File: src/design/fp16Pkg.sv
package fp16Pkg;

	localparam int expWidth = 5;   // Biased exponent field
	localparam int mantWidth = 10; // Stored fraction, hidden one not included
	localparam int expBias = 15;
	localparam int expMax = 31;    // All ones, reserved for Inf and NaN
	localparam int numElems = 8;   // Words summed per run
	localparam int addLatency = 3; // Edges from operand register to sum capture

	typedef logic [expWidth+mantWidth:0] fp16T;
	typedef logic [expWidth-1:0] expT;
	typedef logic [mantWidth-1:0] mantT;
	typedef logic [mantWidth+3:0] sigT;   // Hidden one, fraction, guard, round, sticky
	typedef logic [mantWidth+4:0] sumT;   // sigT plus carry out
	typedef logic [2:0] memAddrT;
	typedef logic [3:0] countT;           // Needs to reach numElems

	// Quiet NaN, positive, top fraction bit only
	localparam fp16T canonicalNan = 16'h7E00;

	typedef struct packed {
		logic isNan;    // NaN operand or Inf minus Inf
		logic isInf;    // Some infinity survives
		logic infSign;
		logic bothZero; // Both operands zero after flush
	} specialT;

	// Unpack to align/add
	typedef struct packed {
		logic sign;     // Sign of larger magnitude
		logic effSub;   // Operand signs differ
		expT expLarge;
		sigT sigLarge;
		sigT sigSmall;  // Not yet shifted
		logic [4:0] alignDist;
		specialT special;
	} alignStageT;

	// Align/add to normalize/round
	typedef struct packed {
		logic sign;
		expT expLarge;
		sumT sum;
		specialT special;
		logic zeroSign; // Sign for zero plus zero
	} normStageT;

	typedef enum logic [1:0] {idle, fetch, load, addWait} ctrlStateT;

endpackage

File: src/design/accumCtrl.sv
`timescale 1ns/100ps

module accumCtrl (
	input logic ap_clk,
	input logic ap_rst,
	input logic ap_start,
	input logic ap_continue,
	input fp16Pkg::fp16T memQ,
	input fp16Pkg::fp16T sumOut,
	output logic ap_done,
	output logic ap_idle,
	output logic ap_ready,
	output fp16Pkg::memAddrT memAddr,
	output logic memCe,
	output fp16Pkg::fp16T opA,
	output fp16Pkg::fp16T opB,
	output fp16Pkg::fp16T accumSum,
	output logic accumSumValid
);
	import fp16Pkg::*;

	ctrlStateT state;
	countT count;        // Elements already added
	logic [1:0] waitCnt; // Adder wait
	fp16T sumReg;        // Running sum and adder operand A
	fp16T opReg;         // Captured memory word
	fp16T lastSum;       // Holds the published result
	logic doneHeld;
	logic startAccept;
	logic finishing;

	assign startAccept = (state == idle) && ap_start && !doneHeld;
	assign finishing = (state == fetch) && (count == countT'(numElems));

	assign memCe = (state == fetch) && !finishing;
	assign memAddr = count[2:0];
	assign opA = sumReg;
	assign opB = opReg;

	// Single cycle strobes
	assign accumSumValid = finishing;
	assign ap_ready = finishing;
	assign ap_done = finishing | doneHeld;
	assign ap_idle = (state == idle) && !ap_start;
	assign accumSum = finishing ? sumReg : lastSum;

	always_ff @(posedge ap_clk) begin
		if (ap_rst) begin
			state <= idle;
			count <= '0;
			waitCnt <= '0;
			doneHeld <= 1'b0;
			sumReg <= '0;
			opReg <= '0;
			lastSum <= '0;
		end else begin
			if (ap_continue) begin
				doneHeld <= 1'b0; // Continue wins over a new done
			end else if (finishing) begin
				doneHeld <= 1'b1;
			end
			case (state)
				idle: begin
					if (startAccept) begin
						sumReg <= '0; // Start from +0
						count <= '0;
						state <= fetch;
					end
				end
				fetch: begin
					if (finishing) begin
						lastSum <= sumReg;
						state <= idle;
					end else begin
						state <= load; // Read issued this cycle
					end
				end
				load: begin
					opReg <= memQ; // Memory word valid now
					waitCnt <= '0;
					state <= addWait;
				end
				addWait: begin
					if (waitCnt == 2'(addLatency - 1)) begin
						sumReg <= sumOut;
						count <= count + countT'(1);
						state <= fetch;
					end else begin
						waitCnt <= waitCnt + 2'd1;
					end
				end
				default: state <= idle;
			endcase
		end
	end

	// Reads only while elements remain
	memReadInRange: assert property (@(posedge ap_clk) disable iff (ap_rst)
		memCe |-> (count < countT'(numElems)));

	// Result and ready strobes last one cycle
	validSingleCycle: assert property (@(posedge ap_clk) disable iff (ap_rst)
		accumSumValid |=> !accumSumValid && !ap_ready);

	// Done only ever rises together with the result strobe
	doneRiseWithValid: assert property (@(posedge ap_clk) disable iff (ap_rst)
		$rose(ap_done) |-> accumSumValid);

endmodule

File: src/design/fp16Accum.sv
`timescale 1ns/100ps

module fp16Accum (
	input logic ap_clk,
	input logic ap_rst,
	input logic ap_start,
	input logic ap_continue,
	input fp16Pkg::fp16T memQ,
	output logic ap_done,
	output logic ap_idle,
	output logic ap_ready,
	output fp16Pkg::memAddrT memAddr,
	output logic memCe,
	output fp16Pkg::fp16T accumSum,
	output logic accumSumValid
);
	import fp16Pkg::*;

	fp16T opA;    // Running sum
	fp16T opB;    // Current element
	fp16T sumOut;

	accumCtrl ctrl (
		.ap_clk        (ap_clk),
		.ap_rst        (ap_rst),
		.ap_start      (ap_start),
		.ap_continue   (ap_continue),
		.memQ          (memQ),
		.sumOut        (sumOut),
		.ap_done       (ap_done),
		.ap_idle       (ap_idle),
		.ap_ready      (ap_ready),
		.memAddr       (memAddr),
		.memCe         (memCe),
		.opA           (opA),
		.opB           (opB),
		.accumSum      (accumSum),
		.accumSumValid (accumSumValid)
	);

	fp16Adder adder (
		.ap_clk (ap_clk),
		.ap_rst (ap_rst),
		.opA    (opA),
		.opB    (opB),
		.sumOut (sumOut)
	);

endmodule

File: src/design/fp16Adder.sv
`timescale 1ns/100ps

module fp16Adder (
	input logic ap_clk,
	input logic ap_rst,
	input fp16Pkg::fp16T opA,
	input fp16Pkg::fp16T opB,
	output fp16Pkg::fp16T sumOut
);
	import fp16Pkg::*;

	alignStageT alignComb;
	alignStageT alignReg;
	normStageT normComb;
	normStageT normReg;

	// Stage one, classify and order by magnitude
	fp16Unpack unpack (
		.opA      (opA),
		.opB      (opB),
		.alignOut (alignComb)
	);

	// Stage two, shift and add
	fp16AlignAdd alignAdd (
		.alignIn (alignReg),
		.normOut (normComb)
	);

	// Stage three, normalize and round straight onto sumOut
	fp16NormRound normRound (
		.normIn (normReg),
		.result (sumOut)
	);

	// New pair every cycle, operand registers upstream form the first slot
	always_ff @(posedge ap_clk) begin
		if (ap_rst) begin
			alignReg <= '0; // All zero content decodes as +0
			normReg <= '0;
		end else begin
			alignReg <= alignComb;
			normReg <= normComb;
		end
	end

	// Pipeline flushed to known values once reset has been released
	sumKnownAfterReset: assert property (
		@(posedge ap_clk) $fell(ap_rst) |-> ##3 !$isunknown(sumOut)
	);

endmodule

File: src/design/fp16AlignAdd.sv
`timescale 1ns/100ps

module fp16AlignAdd (
	input fp16Pkg::alignStageT alignIn,
	output fp16Pkg::normStageT normOut
);
	import fp16Pkg::*;

	sigT shifted;
	sigT lostMask;
	sigT aligned;
	logic sticky;

	always_comb begin
		// Right shift, anything past the sticky slot is OR'ed back in
		shifted = alignIn.sigSmall >> alignIn.alignDist;
		lostMask = ~(sigT'('1) << alignIn.alignDist); // All ones once dist >= 14
		sticky = |(alignIn.sigSmall & lostMask);
		aligned = {shifted[mantWidth+3:1], shifted[0] | sticky};
	end

	always_comb begin
		normOut.sign = alignIn.sign;
		normOut.expLarge = alignIn.expLarge;
		normOut.special = alignIn.special;
		// Zero plus zero keeps the sign only when both agree
		normOut.zeroSign = alignIn.sign & ~alignIn.effSub;
		if (alignIn.effSub) begin
			normOut.sum = {1'b0, alignIn.sigLarge} - {1'b0, aligned}; // Larger on top, no borrow
		end else begin
			normOut.sum = {1'b0, alignIn.sigLarge} + {1'b0, aligned};
		end
	end

endmodule

File: src/design/fp16NormRound.sv
`timescale 1ns/100ps

module fp16NormRound (
	input fp16Pkg::normStageT normIn,
	output fp16Pkg::fp16T result
);
	import fp16Pkg::*;

	logic [3:0] lzCount;
	sigT normSig;
	logic signed [6:0] normExp;
	logic signed [6:0] roundExp;
	logic [mantWidth:0] mantRnd;
	logic guardBit;
	logic roundBit;
	logic stickyBit;
	logic roundUp;

	// Leading zeros below the carry bit, highest set bit wins
	always_comb begin
		lzCount = 4'd0;
		for (int i = 0; i < mantWidth + 4; i++) begin
			if (normIn.sum[i]) begin
				lzCount = 4'(mantWidth + 3 - i);
			end
		end
	end

	always_comb begin
		if (normIn.sum[mantWidth+4]) begin
			// Carry out, one step right and keep the dropped bit in sticky
			normSig = {normIn.sum[mantWidth+4:2], normIn.sum[1] | normIn.sum[0]};
			normExp = $signed({2'b00, normIn.expLarge}) + 7'sd1;
		end else begin
			// Big left shifts only follow close cancels, low bits are exact then
			normSig = normIn.sum[mantWidth+3:0] << lzCount;
			normExp = $signed({2'b00, normIn.expLarge}) - $signed({3'b000, lzCount});
		end
	end

	assign guardBit = normSig[2];
	assign roundBit = normSig[1];
	assign stickyBit = normSig[0];
	assign roundUp = guardBit & (roundBit | stickyBit | normSig[3]); // Nearest, ties to even

	assign mantRnd = {1'b0, normSig[mantWidth+2:3]} + {{mantWidth{1'b0}}, roundUp};
	// Fraction wraps to zero on carry, exponent picks it up
	assign roundExp = normExp + $signed({6'b000000, mantRnd[mantWidth]});

	always_comb begin
		if (normIn.special.isNan) begin
			result = canonicalNan;
		end else if (normIn.special.isInf) begin
			result = {normIn.special.infSign, expT'(expMax), mantT'(0)};
		end else if (normIn.sum == '0) begin
			// Exact cancel is +0
			result = {normIn.special.bothZero ? normIn.zeroSign : 1'b0, expT'(0), mantT'(0)};
		end else if (roundExp < 7'sd1) begin
			result = {normIn.sign, expT'(0), mantT'(0)}; // Flush tiny result
		end else if (roundExp >= expMax) begin
			result = {normIn.sign, expT'(expMax), mantT'(0)}; // Overflow
		end else begin
			result = {normIn.sign, roundExp[expWidth-1:0], mantRnd[mantWidth-1:0]};
		end
	end

endmodule

File: src/design/fp16Unpack.sv
`timescale 1ns/100ps

module fp16Unpack (
	input fp16Pkg::fp16T opA,
	input fp16Pkg::fp16T opB,
	output fp16Pkg::alignStageT alignOut
);
	import fp16Pkg::*;

	expT expA;
	expT expB;
	mantT mantA;
	mantT mantB;
	logic signA;
	logic signB;
	logic zeroA;
	logic zeroB;
	logic infA;
	logic infB;
	logic nanA;
	logic nanB;
	logic swap;
	logic [expWidth+mantWidth-1:0] magA;
	logic [expWidth+mantWidth-1:0] magB;
	sigT sigA;
	sigT sigB;

	assign signA = opA[expWidth+mantWidth];
	assign signB = opB[expWidth+mantWidth];
	assign expA = opA[mantWidth +: expWidth];
	assign expB = opB[mantWidth +: expWidth];
	assign mantA = opA[mantWidth-1:0];
	assign mantB = opB[mantWidth-1:0];

	// Exponent zero covers subnormals too, they count as zero
	assign zeroA = (expA == '0);
	assign zeroB = (expB == '0);
	assign infA = (expA == expT'(expMax)) && (mantA == '0);
	assign infB = (expB == expT'(expMax)) && (mantB == '0);
	assign nanA = (expA == expT'(expMax)) && (mantA != '0);
	assign nanB = (expB == expT'(expMax)) && (mantB != '0);

	// Flushed magnitudes compare as plain integers
	assign magA = zeroA ? '0 : opA[expWidth+mantWidth-1:0];
	assign magB = zeroB ? '0 : opB[expWidth+mantWidth-1:0];
	assign swap = (magB > magA); // Ties keep A on top

	assign sigA = zeroA ? '0 : {1'b1, mantA, 3'b000};
	assign sigB = zeroB ? '0 : {1'b1, mantB, 3'b000};

	always_comb begin
		alignOut.sign = swap ? signB : signA;
		alignOut.effSub = signA ^ signB;
		alignOut.expLarge = swap ? expB : expA;
		alignOut.sigLarge = swap ? sigB : sigA;
		alignOut.sigSmall = swap ? sigA : sigB;
		alignOut.alignDist = swap ? (expB - expA) : (expA - expB); // Never negative
		alignOut.special.isNan = nanA | nanB | (infA & infB & (signA ^ signB));
		alignOut.special.isInf = infA | infB;
		alignOut.special.infSign = infA ? signA : signB;
		alignOut.special.bothZero = zeroA & zeroB;
	end

endmodule

File: config.mk
export PLATFORM = sky130hd
export DESIGN_NAME = fp16Accum
export DESIGN_NICKNAME = d
export VERILOG_FILES = /design/src/design/fp16Pkg.sv /design/src/design/accumCtrl.sv /design/src/design/fp16Accum.sv /design/src/design/fp16Adder.sv /design/src/design/fp16AlignAdd.sv /design/src/design/fp16NormRound.sv /design/src/design/fp16Unpack.sv
export SDC_FILE = /design/constraint.sdc
export NUM_CORES = 1
export LEC_CHECK = 0
export ABC_CLOCK_PERIOD_IN_PS = 6920
export BUFFER_PORTS_ARGS = -buffer_cell sky130_fd_sc_hd__clkbuf_2
export CAP_MARGIN = 20
export CELL_PAD_IN_SITES_DETAIL_PLACEMENT = 2
export CELL_PAD_IN_SITES_GLOBAL_PLACEMENT = 2
export CORE_UTILIZATION = 38
export CTS_CLUSTER_DIAMETER = 100
export CTS_CLUSTER_SIZE = 10
export DETAILED_ROUTE_END_ITERATION = 16
export PLACE_DENSITY_LB_ADDON = 0.1
export SETUP_SLACK_MARGIN = 0.1
export SLEW_MARGIN = 20
export SYNTH_ARGS = -nofsm -noshare
export SYNTH_HDL_FRONTEND = slang
export SYNTH_SLANG_ARGS = --single-unit
export TNS_END_PERCENT = 10
File: constraint.sdc
create_clock -name ap_clk -period 6.92 [get_ports ap_clk]
set_input_delay 1.384 -clock ap_clk [delete_from_list [all_inputs] [get_ports ap_clk]]
set_output_delay 1.384 -clock ap_clk [all_outputs]
set_load 0.01 [all_outputs]
# Word level (Yosys, flattened, before mapping)
# Cells that the tools add are included.
# W data, S select, Z words.
[totals]
regBits = 127
inputBits = 20
out_inout_bits = 24
[op_classes]
addsub = 10
n_lt_le_gt_ge = 3
n_eq_ne = 10
shift = 3
muxes = 46
bitwise = 17
n_reduce_logical = 27
[ops]
columns = ["cell", "count"]
rows = [
  ["$mux W16", 6],
  ["$mux W15", 5],
  ["$mux W4", 16],
  ["$mux W14", 4],
  ["$pmux W16 S2", 1],
  ["$logic_not A10 Y1", 2],
  ["$reduce_bool A10 Y1", 2],
  ["$add A14 B14 Y15", 1],
  ["$gt A15 B15 Y1", 1],
  ["$logic_not A15 Y1", 1],
  ["$sub A14 B14 Y15", 1],
  ["$and A14 B14 Y14", 1],
  ["$not A14 Y14", 1],
  ["$reduce_or A14 Y1", 1],
  ["$shl A14 B4 Y13", 1],
  ["$shl A14 B5 Y14 const A", 1],
  ["$shr A14 B5 Y14", 1],
  ["$mux W13", 1],
  ["$add A10 B1 Y11", 1],
  ["$eq A5 B5 Y1 const B", 2],
  ["$logic_not A5 Y1", 2],
  ["$mux W5", 2],
  ["$sub A5 B5 Y5", 2],
  ["$logic_and A1 B1 Y1", 9],
  ["28 further kinds", 51],
]

# Depth between registers and ports, before layout
# Gate-level depths: netlist of the first run.
[logic_depth]
word_depth = 29
mapped_depth = 22
mapped_depth_nobuf = 20

# Cells and area by module
# A second synthesis of the first run with hierarchy kept.
[unflattened]
cells_unflattened = 1127
area_unflattened_um2 = 9236.4
[by_module_without_submodules]
columns = ["module", "n_inst", "cells_per_inst", "area_per_inst_um2"]
rows = [
  ["accumCtrl", 1, 239, 2448.6],
  ["fp16Adder", 1, 147, 1874.3],
  ["fp16AlignAdd", 1, 259, 1871.8],
  ["fp16NormRound", 1, 270, 1754.2],
  ["fp16Unpack", 1, 212, 1287.5],
]

# Least setup slack after synthesis of the first run
# No wires, ideal clock.
[synth_path]
path_kind = "reg-to-reg"
start = "register adder.normReg[16] in the netlist's numbering"
end = "register ctrl.sumReg[10], in the netlist ctrl.opA[10]"
setup_ns = 0.117
arrival_time_ns = 4.749
required_ns = 6.803
setup_slack_ns = 2.054
path_stages_with_launch = 22
path_cell_list = "dfxtp_1 -> buf_2 -> or2_4 -> o31ai_4 -> o21ai_4 -> inv_4 -> a211oi_2 -> o32a_2 -> o22ai_1 -> ha_1 -> o21ai_0 -> or3_1 -> nor3_1 -> ha_1 -> ha_1 -> xor2_1 -> or3_1 -> or4_1 -> o41ai_1 -> a21o_1 -> o21ai_0 -> a22o_1"
[synth_via]
elab_chain_cells = 18
word_cells_on_any_way = 22
cone_classes = "add/sub: 3; order compare: 2; shift: 1; mux: 12; bitwise: 3; reduce/logical: 1"
[synth_lines]
columns = ["item", "line", "rtl"]
rows = [
  ["start: declaration", "fp16Adder.sv:15", "normStageT normReg;"],
  ["start signal: assignment", "fp16Adder.sv:43", "normReg <= normComb;"],
  ["$mux W4 (3 in series)", "fp16NormRound.sv:23", "if (normIn.sum[i]) begin"],
  ["$shl A14 B4 Y13", "fp16NormRound.sv:36", "normSig = normIn.sum[mantWidth+3:0] << lzCount;"],
  ["$mux W13", "fp16NormRound.sv:30", "if (normIn.sum[mantWidth+4]) begin"],
  ["$or A1 B1 Y1 (2 in series)", "fp16NormRound.sv:44", "assign roundUp = guardBit & (roundBit | stickyBit | normSig[3]);"],
  ["$and A1 B1 Y1", "fp16NormRound.sv:44", ""],
  ["$add A10 B1 Y11", "fp16NormRound.sv:46", "assign mantRnd = {1'b0, normSig[mantWidth+2:3]} + {{mantWidth{1'b0}}, roundUp};"],
  ["$add A7 B2 Y7", "fp16NormRound.sv:48", "assign roundExp = normExp + $signed({6'b000000, mantRnd[mantWidth]});"],
  ["$ge A7 B6 Y1", "fp16NormRound.sv:60", "end else if (roundExp >= expMax) begin"],
  ["$mux W15", "fp16NormRound.sv:60", ""],
  ["$mux W15", "fp16NormRound.sv:58", "end else if (roundExp < 7'sd1) begin"],
  ["$mux W16 (*)", "fp16NormRound.sv:55", "end else if (normIn.sum == '0) begin"],
  ["$mux W16 (*)", "fp16NormRound.sv:53", "end else if (normIn.special.isInf) begin"],
  ["$mux W16 (*)", "fp16NormRound.sv:51", "if (normIn.special.isNan) begin"],
  ["$mux W16 (*)", "accumCtrl.sv:84", "if (waitCnt == 2'(addLatency - 1)) begin"],
  ["$pmux W16 S2 (*)", "accumCtrl.sv:62", "case (state)"],
  ["end signal: assignment", "accumCtrl.sv:85", "sumReg <= sumOut;"],
  ["end: declaration", "accumCtrl.sv:25", "fp16T sumReg;"],
]
# Every way passes the cells marked *; elsewhere a longest branch is shown, timed or not. The select of a mux whose other input is x is not followed.
# A chain may end at the register's enable or synchronous reset.

# Worst setup path in the final report of the first run
[layout_path]
start = "register adder.normReg[8] in the netlist's numbering"
end = "register ctrl.sumReg[5], in the netlist ctrl.opA[5]"
[layout_via]
elab_chain_cells = 26
word_cells_on_any_way = 30
cone_classes = "add/sub: 3; order compare: 2; shift: 1; mux: 20; bitwise: 3; reduce/logical: 1"
[layout_lines]
columns = ["item", "line"]
rows = [
  ["$mux W4 (11 in series)", "fp16NormRound.sv:23"],
  ["$shl A14 B4 Y13", "fp16NormRound.sv:36"],
  ["$mux W13", "fp16NormRound.sv:30"],
  ["$or A1 B1 Y1 (2 in series)", "fp16NormRound.sv:44"],
  ["$and A1 B1 Y1", "fp16NormRound.sv:44"],
  ["$add A10 B1 Y11", "fp16NormRound.sv:46"],
  ["$add A7 B2 Y7", "fp16NormRound.sv:48"],
  ["$ge A7 B6 Y1", "fp16NormRound.sv:60"],
  ["$mux W15", "fp16NormRound.sv:60"],
  ["$mux W15", "fp16NormRound.sv:58"],
  ["$mux W16 (*)", "fp16NormRound.sv:55"],
  ["$mux W16 (*)", "fp16NormRound.sv:53"],
  ["$mux W16 (*)", "fp16NormRound.sv:51"],
  ["$mux W16 (*)", "accumCtrl.sv:84"],
  ["$pmux W16 S2 (*)", "accumCtrl.sv:62"],
]
# Marked as above.

==> impl_metrics.prom, run 1 <==
# TYPE chip_impl_metric gauge
chip_impl_metric{name="final.period_utilization",unit="%"} 86.1
chip_impl_metric{name="max-vdd-ir-drop",unit="V"} 0.000155
chip_impl_metric{name="number_of_violations_reported_at_the_end_of_detailed_routing_iteration_0",unit=""} 416
chip_impl_metric{name="yosysSeqAreaShare",unit="%"} 28.3
chip_impl_metric{name="share_clk_of_total_power",unit="%"} 26.2
chip_impl_metric{name="clkSlewWorstSetupHoldPaths",unit="ns"} 0.06
chip_impl_metric{name="antenna_found_initial",unit=""} 1
chip_impl_metric{name="areaGrowthSynthToFinish",unit="%"} 10.9
chip_impl_metric{name="setup_viol",unit=""} 0
chip_impl_metric{name="post-cts-setup-buffer-count",unit=""} 0
chip_impl_metric{name="pwr_density_cell",unit="nW/um^2"} 368
chip_impl_metric{name="worst_ep_arrival_time",unit="ns"} 6.30
chip_impl_metric{name="groute.usage.overall",unit="%"} 27.0
chip_impl_metric{name="numCtsBuffers",unit=""} 17
chip_impl_metric{name="worst_slew_pin_slew",unit="ns"} 0.973
chip_impl_info{name="path_cells",value="nor2_1 -> o311ai_1 -> and2_1 -> inv_2 -> mux4_2 -> a41oi_1 -> inv_1 -> ha_1 -> o21ai_0 -> or3_1 -> nor3_1 -> ha_1 -> ha_1 -> and2_1 -> and3_1 -> o21ai_0 -> nor4_2 -> nand2_1 -> o21ai_0"} 1
chip_impl_metric{name="placement_rows",unit=""} 54
chip_impl_metric{name="cellInternalPower",unit="mW"} 1.91
chip_impl_metric{name="max_freq",unit="GHz"} 0.168
chip_impl_metric{name="p_comb_share",unit="%"} 50.2
chip_impl_metric{name="fp.dieH",unit="um"} 152
chip_impl_metric{name="cp_data_required_time",unit="ns"} 7.27
chip_impl_metric{name="fp.dieArea",unit="um^2"} 23100
chip_impl_metric{name="switching_share",unit="%"} 45.2
chip_impl_metric{name="yosysWarnings",unit=""} 0
chip_impl_metric{name="synthesized_netlist_net_count",unit=""} 1158
chip_impl_metric{name="die_width",unit="um"} 152
chip_impl_metric{name="final_weighted_congestion_in_routability_driven_placement",unit=""} 0.883
chip_impl_metric{name="synth.distinct_cells",unit=""} 99
chip_impl_info{name="dominantRegCellSynth",value="sky130_fd_sc_hd__dfxtp_1"} 1
chip_impl_metric{name="final_core_utilization",unit="%"} 43.2
chip_impl_metric{name="detailedPlacementHpwl",unit="mm"} 21.9
chip_impl_metric{name="fin_tns_setup",unit="ns"} 0
chip_impl_metric{name="crit_path_max_incr_delay",unit="ns"} 0.91
chip_impl_metric{name="core_area",unit="um^2"} 22000
chip_impl_metric{name="final.hold.worst_slack",unit="ns"} 0.441
chip_impl_metric{name="max-cap-violations",unit=""} 0
chip_impl_metric{name="drt-wirelength-per-cell",unit="um"} 21.9
chip_impl_metric{name="gr-total-overflow",unit=""} 0
chip_impl_info{name="synth.largest_area_cell",value="sky130_fd_sc_hd__dfxtp_1"} 1
chip_impl_metric{name="synth-edff-count",unit=""} 0
chip_impl_info{name="ys_top_cells_by_area",value="sky130_fd_sc_hd__dfxtp_1, sky130_fd_sc_hd__ha_1, sky130_fd_sc_hd__nand2_1"} 1
chip_impl_metric{name="post_cts.resized_instances",unit=""} 0
chip_impl_info{name="worstSetupStartpointType",value="flip-flop"} 1
chip_impl_metric{name="placement.setup.worst_slack",unit="ns"} 1.12
chip_impl_metric{name="grt_start_max_net_pins",unit=""} 55
chip_impl_metric{name="synth.avg_cell_area",unit="um^2"} 7.90
chip_impl_metric{name="io_buffers",unit=""} 43
chip_impl_metric{name="ys_async_sr_fraction",unit="%"} 0
chip_impl_info{name="worstHoldPathType",value="reg2reg"} 1
chip_impl_metric{name="antenna_cells",unit=""} 0
chip_impl_metric{name="clock_tree.htree_level_count",unit=""} 4
chip_impl_metric{name="io-pin-count",unit=""} 44
chip_impl_info{name="endpoint_kind",value="flip-flop"} 1
chip_impl_metric{name="timing.final.max_slew_violations",unit=""} 0
chip_impl_metric{name="setup_ws",unit="ns"} 0.964
chip_impl_info{name="violations_in_the_final_reports",value="design-rule violations"} 1
chip_impl_metric{name="grt_pass1_wl",unit="mm"} 49.3
chip_impl_metric{name="numClockSinks",unit=""} 121
chip_impl_metric{name="ant_nets",unit=""} 0
chip_impl_info{name="clockRootBuffer",value="sky130_fd_sc_hd__clkbuf_16"} 1
chip_impl_metric{name="drt_pre_antenna_iters",unit=""} 11
chip_impl_metric{name="power.net_switching",unit="mW"} 1.58
chip_impl_metric{name="period_needed",unit="ns"} 5.96
chip_impl_metric{name="drive_gt1_share",unit="%"} 12.5
chip_impl_metric{name="leakage",unit="nW"} 3.70
chip_impl_metric{name="routed_wl",unit="mm"} 30.3
chip_impl_metric{name="layout.nets",unit=""} 1163
chip_impl_metric{name="initial_utilization",unit="%"} 39.0
chip_impl_metric{name="drcViolationCount",unit=""} 2
chip_impl_metric{name="power_frac_seq",unit="%"} 23.6
chip_impl_metric{name="proportion_of_netlist_area_held_by_the_largest_area_contributor",unit="%"} 28.3
chip_impl_metric{name="first_global_vias",unit=""} 8817
chip_impl_metric{name="number_of_vias_after_detailed_routing",unit=""} 8138
chip_impl_metric{name="cts-root-to-sink-buffers",unit=""} 2
chip_impl_metric{name="clk-insertion-delay-late",unit="ns"} 0.43
chip_impl_info{name="cell_with_the_largest_stage_delay_on_the_worst_path",value="sky130_fd_sc_hd__nor4_2"} 1
chip_impl_info{name="cts_tree",value="yes"} 1
chip_impl_metric{name="crit_path_max_fanout",unit=""} 19
chip_impl_info{name="outcome",value="finished, violations left"} 1
chip_impl_info{name="rsz0062_at_grt",value="false"} 1
chip_impl_info{name="crit_path_class",value="reg2reg"} 1
chip_impl_metric{name="route.detailed.vias_per_inst",unit=""} 5.89
chip_impl_metric{name="synth_seq_cells",unit=""} 121
chip_impl_metric{name="timing_hold_violations_final",unit=""} 0
chip_impl_metric{name="slew-limit-headroom",unit="%"} 34.6
chip_impl_metric{name="synthesis.area",unit="um^2"} 8560
chip_impl_metric{name="cts.hold.buffers_added",unit=""} 0
chip_impl_metric{name="netlist_instances",unit=""} 1083
chip_impl_metric{name="finClkSkew",unit="ns"} 0.0188
final cells by class:
cell class | count | area [um^2]
Multi-Input combinational cell | 844 | 5650
Clock inverter | 14 | 151
Inverter | 53 | 201
Timing Repair Buffer | 51 | 278
Sequential cell | 121 | 2420
Tap cell | 280 | 350
Clock buffer | 18 | 439
Fill cell | 2478 | 12500
critical path, delay by kind of cell, from the launching register on:
family                   cells  cell delay (ns)
AO/OA/AOI/OAI                5             1.07
adder cells (fa/ha/maj)      3             0.63
buffers and inverters        2             0.40
flip-flops                   1             0.59
multiplexers                 1             0.37
AND/OR/NAND/NOR              8             2.82
through the flow:
stage                     power [mW]  area (um^2)  std cells
after floorplan                 2.13         8560       1083
after global placement          2.50         8900       1349
after detailed placement        2.54         8900       1349
after CTS                       3.48         9490       1381
after global routing            3.70         9490       1381
final                           3.49         9490       1381
cells in the final DEF, fill, tap and decap left out, drive strengths merged, types with 10 or more instances in the layout:
cell | netlist | routed
a21o | 10 | 10
a21oi | 78 | 78
and2 | 40 | 40
clkbuf | 44 | 60
dfxtp | 121 | 121
ha | 52 | 52
inv | 53 | 62
mux2i | 34 | 34
nand2 | 141 | 141
nand2b | 11 | 11
nand3 | 44 | 44
nor2 | 96 | 96
nor2b | 24 | 24
nor3 | 24 | 24
o211ai | 15 | 15
o21ai | 42 | 42
or2 | 10 | 10
or3 | 10 | 10
xnor2 | 13 | 13
xor2 | 18 | 18
per-layer routing:
metal  up-vias  wire [um]  track usage (%)
met3        43        610             2.82
met4         0        590             8.94
met2       131      14700             46.4
li1       3876          -                -
met5         -          0                0
met1      4088      14300             35.3
power groups by stage:
stage          sequential (mW)  combinational [mW]  clock [mW]
5_1_grt                  0.834                1.91       0.952
6_report                 0.824                1.75       0.914
2_1_floorplan            0.788                1.34           0
4_1_cts                  0.824                1.73       0.924
3_3_place_gp             0.833                1.67           0
3_5_place_dp             0.837                1.70           0
flip-flops by register name, indices dropped and copies added, names as in the netlist:
name	flops
adder.alignReg	38
adder.normReg	26
ctrl.lastSum	16
ctrl.opA	16
ctrl.opB	16
ctrl.count	4
ctrl.state	2
ctrl.waitCnt	2
ctrl.doneHeld	1
path summary, 6_finish.rpt:
| path | end | cells after the start | slack (ns) | start |
|---|---|---|---|---|
| worst max register to register | ctrl.opA[5] | 19 | 0.96 | adder.normReg[8] |
| worst min-delay path | adder.normReg[21] | 1 | 0.44 | adder.alignReg[38] |
| worst min register to register | adder.normReg[21] | 1 | 0.44 | adder.alignReg[38] |
| worst max-delay path | ctrl.opA[5] | 19 | 0.96 | adder.normReg[8] |
synth_stat cells, types with 8 or more instances:
cell type                    n
sky130_fd_sc_hd__clkbuf_1   44
sky130_fd_sc_hd__inv_1      50
sky130_fd_sc_hd__nand3_1    44
sky130_fd_sc_hd__nor2b_1    23
sky130_fd_sc_hd__a21o_1      9
sky130_fd_sc_hd__nor2_1     96
sky130_fd_sc_hd__buf_2      11
sky130_fd_sc_hd__o211ai_1   15
sky130_fd_sc_hd__ha_1       52
sky130_fd_sc_hd__xnor2_1    13
sky130_fd_sc_hd__xor2_1     18
sky130_fd_sc_hd__nand2b_1   11
sky130_fd_sc_hd__and2_1     38
sky130_fd_sc_hd__o21ai_0    40
sky130_fd_sc_hd__nor3_1     23
sky130_fd_sc_hd__mux4_2      9
sky130_fd_sc_hd__or3_1      10
sky130_fd_sc_hd__dfxtp_1   121
sky130_fd_sc_hd__o21a_1      8
sky130_fd_sc_hd__mux2i_1    34
sky130_fd_sc_hd__a21oi_1    78
sky130_fd_sc_hd__nand2_1   140
sky130_fd_sc_hd__and3_1      8
cells by family after synthesis:
family	synth area share, %
and+or+nand+nor	25.9
AOI/OAI and AO/OA	21.6
DFF	28.3
buffers and inverters	5.85
adders and majority gates	8.31
muxes	6.87
xor gates and xnor gates	3.17
No activity file was read; power rests on OpenSTA's default activity.
==> inputs of run 2 (changes only) <==
--- a/config.mk
+++ b/config.mk
@@ -5,12 +5,12 @@
 export SDC_FILE = /design/constraint.sdc
 export NUM_CORES = 1
 export LEC_CHECK = 0
-export ABC_CLOCK_PERIOD_IN_PS = 6920
+export ABC_CLOCK_PERIOD_IN_PS = 6850
 export BUFFER_PORTS_ARGS = -buffer_cell sky130_fd_sc_hd__clkbuf_2
 export CAP_MARGIN = 20
 export CELL_PAD_IN_SITES_DETAIL_PLACEMENT = 2
 export CELL_PAD_IN_SITES_GLOBAL_PLACEMENT = 2
-export CORE_UTILIZATION = 38
+export CORE_UTILIZATION = 40
 export CTS_CLUSTER_DIAMETER = 100
 export CTS_CLUSTER_SIZE = 10
 export DETAILED_ROUTE_END_ITERATION = 16
==> constraint.sdc (replaced) <==
create_clock -name ap_clk -period 6.85 [get_ports ap_clk]
set_input_delay 1.37 -clock ap_clk [delete_from_list [all_inputs] [get_ports ap_clk]]
set_output_delay 1.37 -clock ap_clk [all_outputs]
set_load 0.01 [all_outputs]
==> impl_metrics.prom, run 2 (synthesis gave the netlist of run 1 again) <==
# TYPE chip_impl_metric gauge
chip_impl_metric{name="first_global_vias",unit=""} 8781
chip_impl_metric{name="cp_data_required_time",unit="ns"} 7.17
chip_impl_metric{name="post_dp_cell_area",unit="um^2"} 8890
chip_impl_info{name="cell_with_the_largest_stage_delay_on_the_worst_path",value="sky130_fd_sc_hd__o41ai_1"} 1
chip_impl_metric{name="worst_slew_pin_slew",unit="ns"} 0.971
chip_impl_metric{name="die_width",unit="um"} 148
chip_impl_metric{name="design_power_total",unit="mW"} 3.62
chip_impl_metric{name="drcViolationCount",unit=""} 0
chip_impl_metric{name="design_area",unit="um^2"} 9520
chip_impl_info{name="layout.cells.most_common_list",value="sky130_fd_sc_hd__nand2_1, sky130_fd_sc_hd__dfxtp_1, sky130_fd_sc_hd__nor2_1"} 1
chip_impl_metric{name="setup_viol",unit=""} 0
chip_impl_metric{name="clk-insertion-delay-late",unit="ns"} 0.43
chip_impl_metric{name="period_needed",unit="ns"} 6.06
chip_impl_info{name="crit_path_class",value="reg2reg"} 1
chip_impl_metric{name="max_freq",unit="GHz"} 0.165
chip_impl_metric{name="max-vdd-ir-drop",unit="V"} 0.000178
chip_impl_metric{name="numCtsBuffers",unit=""} 17
chip_impl_metric{name="drt_pre_antenna_iters",unit=""} 4
chip_impl_metric{name="grt_pass1_wl",unit="mm"} 48.8
chip_impl_metric{name="cts-root-to-sink-buffers",unit=""} 2
chip_impl_metric{name="timing.final.max_slew_violations",unit=""} 0
chip_impl_metric{name="fp.dieH",unit="um"} 148
chip_impl_metric{name="core_area",unit="um^2"} 21000
chip_impl_metric{name="route.detailed.vias_per_inst",unit=""} 5.93
chip_impl_metric{name="fp.dieArea",unit="um^2"} 22000
chip_impl_info{name="endpoint_kind",value="flip-flop"} 1
chip_impl_metric{name="placement_rows",unit=""} 53
chip_impl_metric{name="initial_utilization",unit="%"} 40.7
chip_impl_metric{name="slew-limit-headroom",unit="%"} 35.1
chip_impl_metric{name="ant_nets",unit=""} 0
chip_impl_metric{name="critical_path_buf_inv_count",unit=""} 2
chip_impl_metric{name="finClkSkew",unit="ns"} 0.0125
chip_impl_metric{name="max-cap-violations",unit=""} 0
chip_impl_metric{name="number_of_violations_reported_at_the_end_of_detailed_routing_iteration_0",unit=""} 382
chip_impl_metric{name="post-cts-setup-buffer-count",unit=""} 0
chip_impl_metric{name="drt-wirelength-per-cell",unit="um"} 22.3
chip_impl_metric{name="routed_wl",unit="mm"} 30.7
chip_impl_metric{name="timing_hold_violations_final",unit=""} 0
chip_impl_metric{name="final_core_utilization",unit="%"} 45.3
chip_impl_metric{name="cts.hold.buffers_added",unit=""} 0
chip_impl_info{name="worstSetupStartpointType",value="flip-flop"} 1
chip_impl_info{name="clockRootBuffer",value="sky130_fd_sc_hd__clkbuf_16"} 1
chip_impl_metric{name="antenna_found_initial",unit=""} 0
chip_impl_metric{name="io-pin-count",unit=""} 44
chip_impl_metric{name="antenna_cells",unit=""} 0
chip_impl_metric{name="largest_reg_flops",unit=""} 38
chip_impl_info{name="cpMostUsedCell",value="sky130_fd_sc_hd__ha_1"} 1
chip_impl_info{name="reg_top3",value="adder.alignReg: 38 flops, adder.normReg: 26 flops"} 1
chip_impl_metric{name="leakage",unit="nW"} 3.72
chip_impl_metric{name="io_buffers",unit=""} 43
chip_impl_metric{name="numPlacedInstances",unit=""} 1344
chip_impl_metric{name="post_cts.resized_instances",unit=""} 0
chip_impl_metric{name="fin_tns_setup",unit="ns"} 0
chip_impl_metric{name="layout.nets",unit=""} 1163
chip_impl_info{name="outcome",value="finished clean"} 1
chip_impl_metric{name="drive_gt1_share",unit="%"} 12.4
chip_impl_info{name="globalRoute.busiestLayer",value="met2"} 1
chip_impl_info{name="critical_path.top_delay_family",value="compound AO/OA/AOI/OAI gates"} 1
chip_impl_metric{name="worst_ep_arrival_time",unit="ns"} 6.38
chip_impl_metric{name="crit_path_max_fanout",unit=""} 19
chip_impl_metric{name="pwr_density_cell",unit="nW/um^2"} 380
chip_impl_metric{name="met3_usage",unit="%"} 4.75
chip_impl_metric{name="crit_path_max_incr_delay",unit="ns"} 0.82
chip_impl_metric{name="number_of_vias_after_detailed_routing",unit=""} 8155
chip_impl_metric{name="clkSlewWorstSetupHoldPaths",unit="ns"} 0.07
chip_impl_metric{name="detailedPlacementHpwl",unit="mm"} 21.8
chip_impl_metric{name="gr_util_met2",unit="%"} 48.5
chip_impl_info{name="worstHoldPathType",value="reg2reg"} 1
chip_impl_metric{name="gr-total-overflow",unit=""} 0
chip_impl_metric{name="groute.usage.overall",unit="%"} 28.7
chip_impl_metric{name="globalRouteMet1Util",unit="%"} 35.9
chip_impl_info{name="rsz0062_at_grt",value="false"} 1
chip_impl_metric{name="final_weighted_congestion_in_routability_driven_placement",unit=""} 0.876
chip_impl_info{name="largest-register",value="adder.alignReg"} 1
chip_impl_info{name="layout_commonest_cell",value="sky130_fd_sc_hd__nand2_1"} 1
chip_impl_metric{name="final.period_utilization",unit="%"} 88.5
chip_impl_metric{name="grt_start_max_net_pins",unit=""} 71
chip_impl_metric{name="areaGrowthSynthToFinish",unit="%"} 11.3
chip_impl_metric{name="clock_tree.htree_level_count",unit=""} 4
chip_impl_metric{name="numClockSinks",unit=""} 121
chip_impl_info{name="path_cells",value="nor2_1 -> a211oi_1 -> and2_1 -> inv_2 -> mux4_2 -> a41oi_1 -> inv_1 -> ha_1 -> o21ai_0 -> or3_1 -> nor3_1 -> ha_1 -> ha_1 -> xor2_1 -> or3_1 -> o41ai_1 -> a21o_1 -> o21ai_0 -> a22o_1"} 1
chip_impl_info{name="cts_tree",value="yes"} 1
chip_impl_metric{name="finalNonFillerCells",unit=""} 1375
-- run 2: cell types whose count changed in the layout (fill, tap and decap cells not counted), moves of 2 or more --
cell	previous run	this run
sky130_fd_sc_hd__inv_6	5	0
sky130_fd_sc_hd__inv_8	4	0
sky130_fd_sc_hd__bufinv_16	1	4
sky130_fd_sc_hd__clkinv_2	0	2
-- run 2: final cells by class --
type,instances,area [um^2]
Fill cell,2398,11500
Clock inverter,11,171
Sequential cell,121,2420
Inverter,53,201
Tap cell,275,344
Multi-Input combinational cell,844,5650
Clock buffer,20,457
Timing Repair Buffer,51,278
-- run 2: path summary, 6_finish.rpt --
check,start,cells after the start,slack (ns),end
max,adder.normReg[15],19,0.79,ctrl.opA[10]
min,adder.alignReg[37],1,0.45,adder.normReg[20]
max reg2reg,adder.normReg[15],19,0.79,ctrl.opA[10]
min reg2reg,adder.alignReg[37],1,0.45,adder.normReg[20]
-- run 2: routing by layer --
layer	wire (um)	vias up	share of wire (%)
li1	-	3865	-
met1	14100	4050	46
met2	14800	167	48
met3	892	73	2.9
met4	939	0	3.1
met5	0	-	0
-- run 2: per-stage QoR --
step | hold slack, ns | setup slack, ns
floorplan | 0.414 | 1.98
detailed placement | 0.430 | 0.992
global placement | 0.416 | 1.31
global route | 0.458 | 0.271
finish | 0.455 | 0.786
CTS | 0.451 | 0.832
-- run 2: power by group --
group	switching [mW]	leakage, nW	internal (mW)
Sequential	0.0856	0.978	0.746
Combinational	1.14	2.44	0.664
Clock	0.357	0.302	0.627
Total	1.58	3.72	2.04
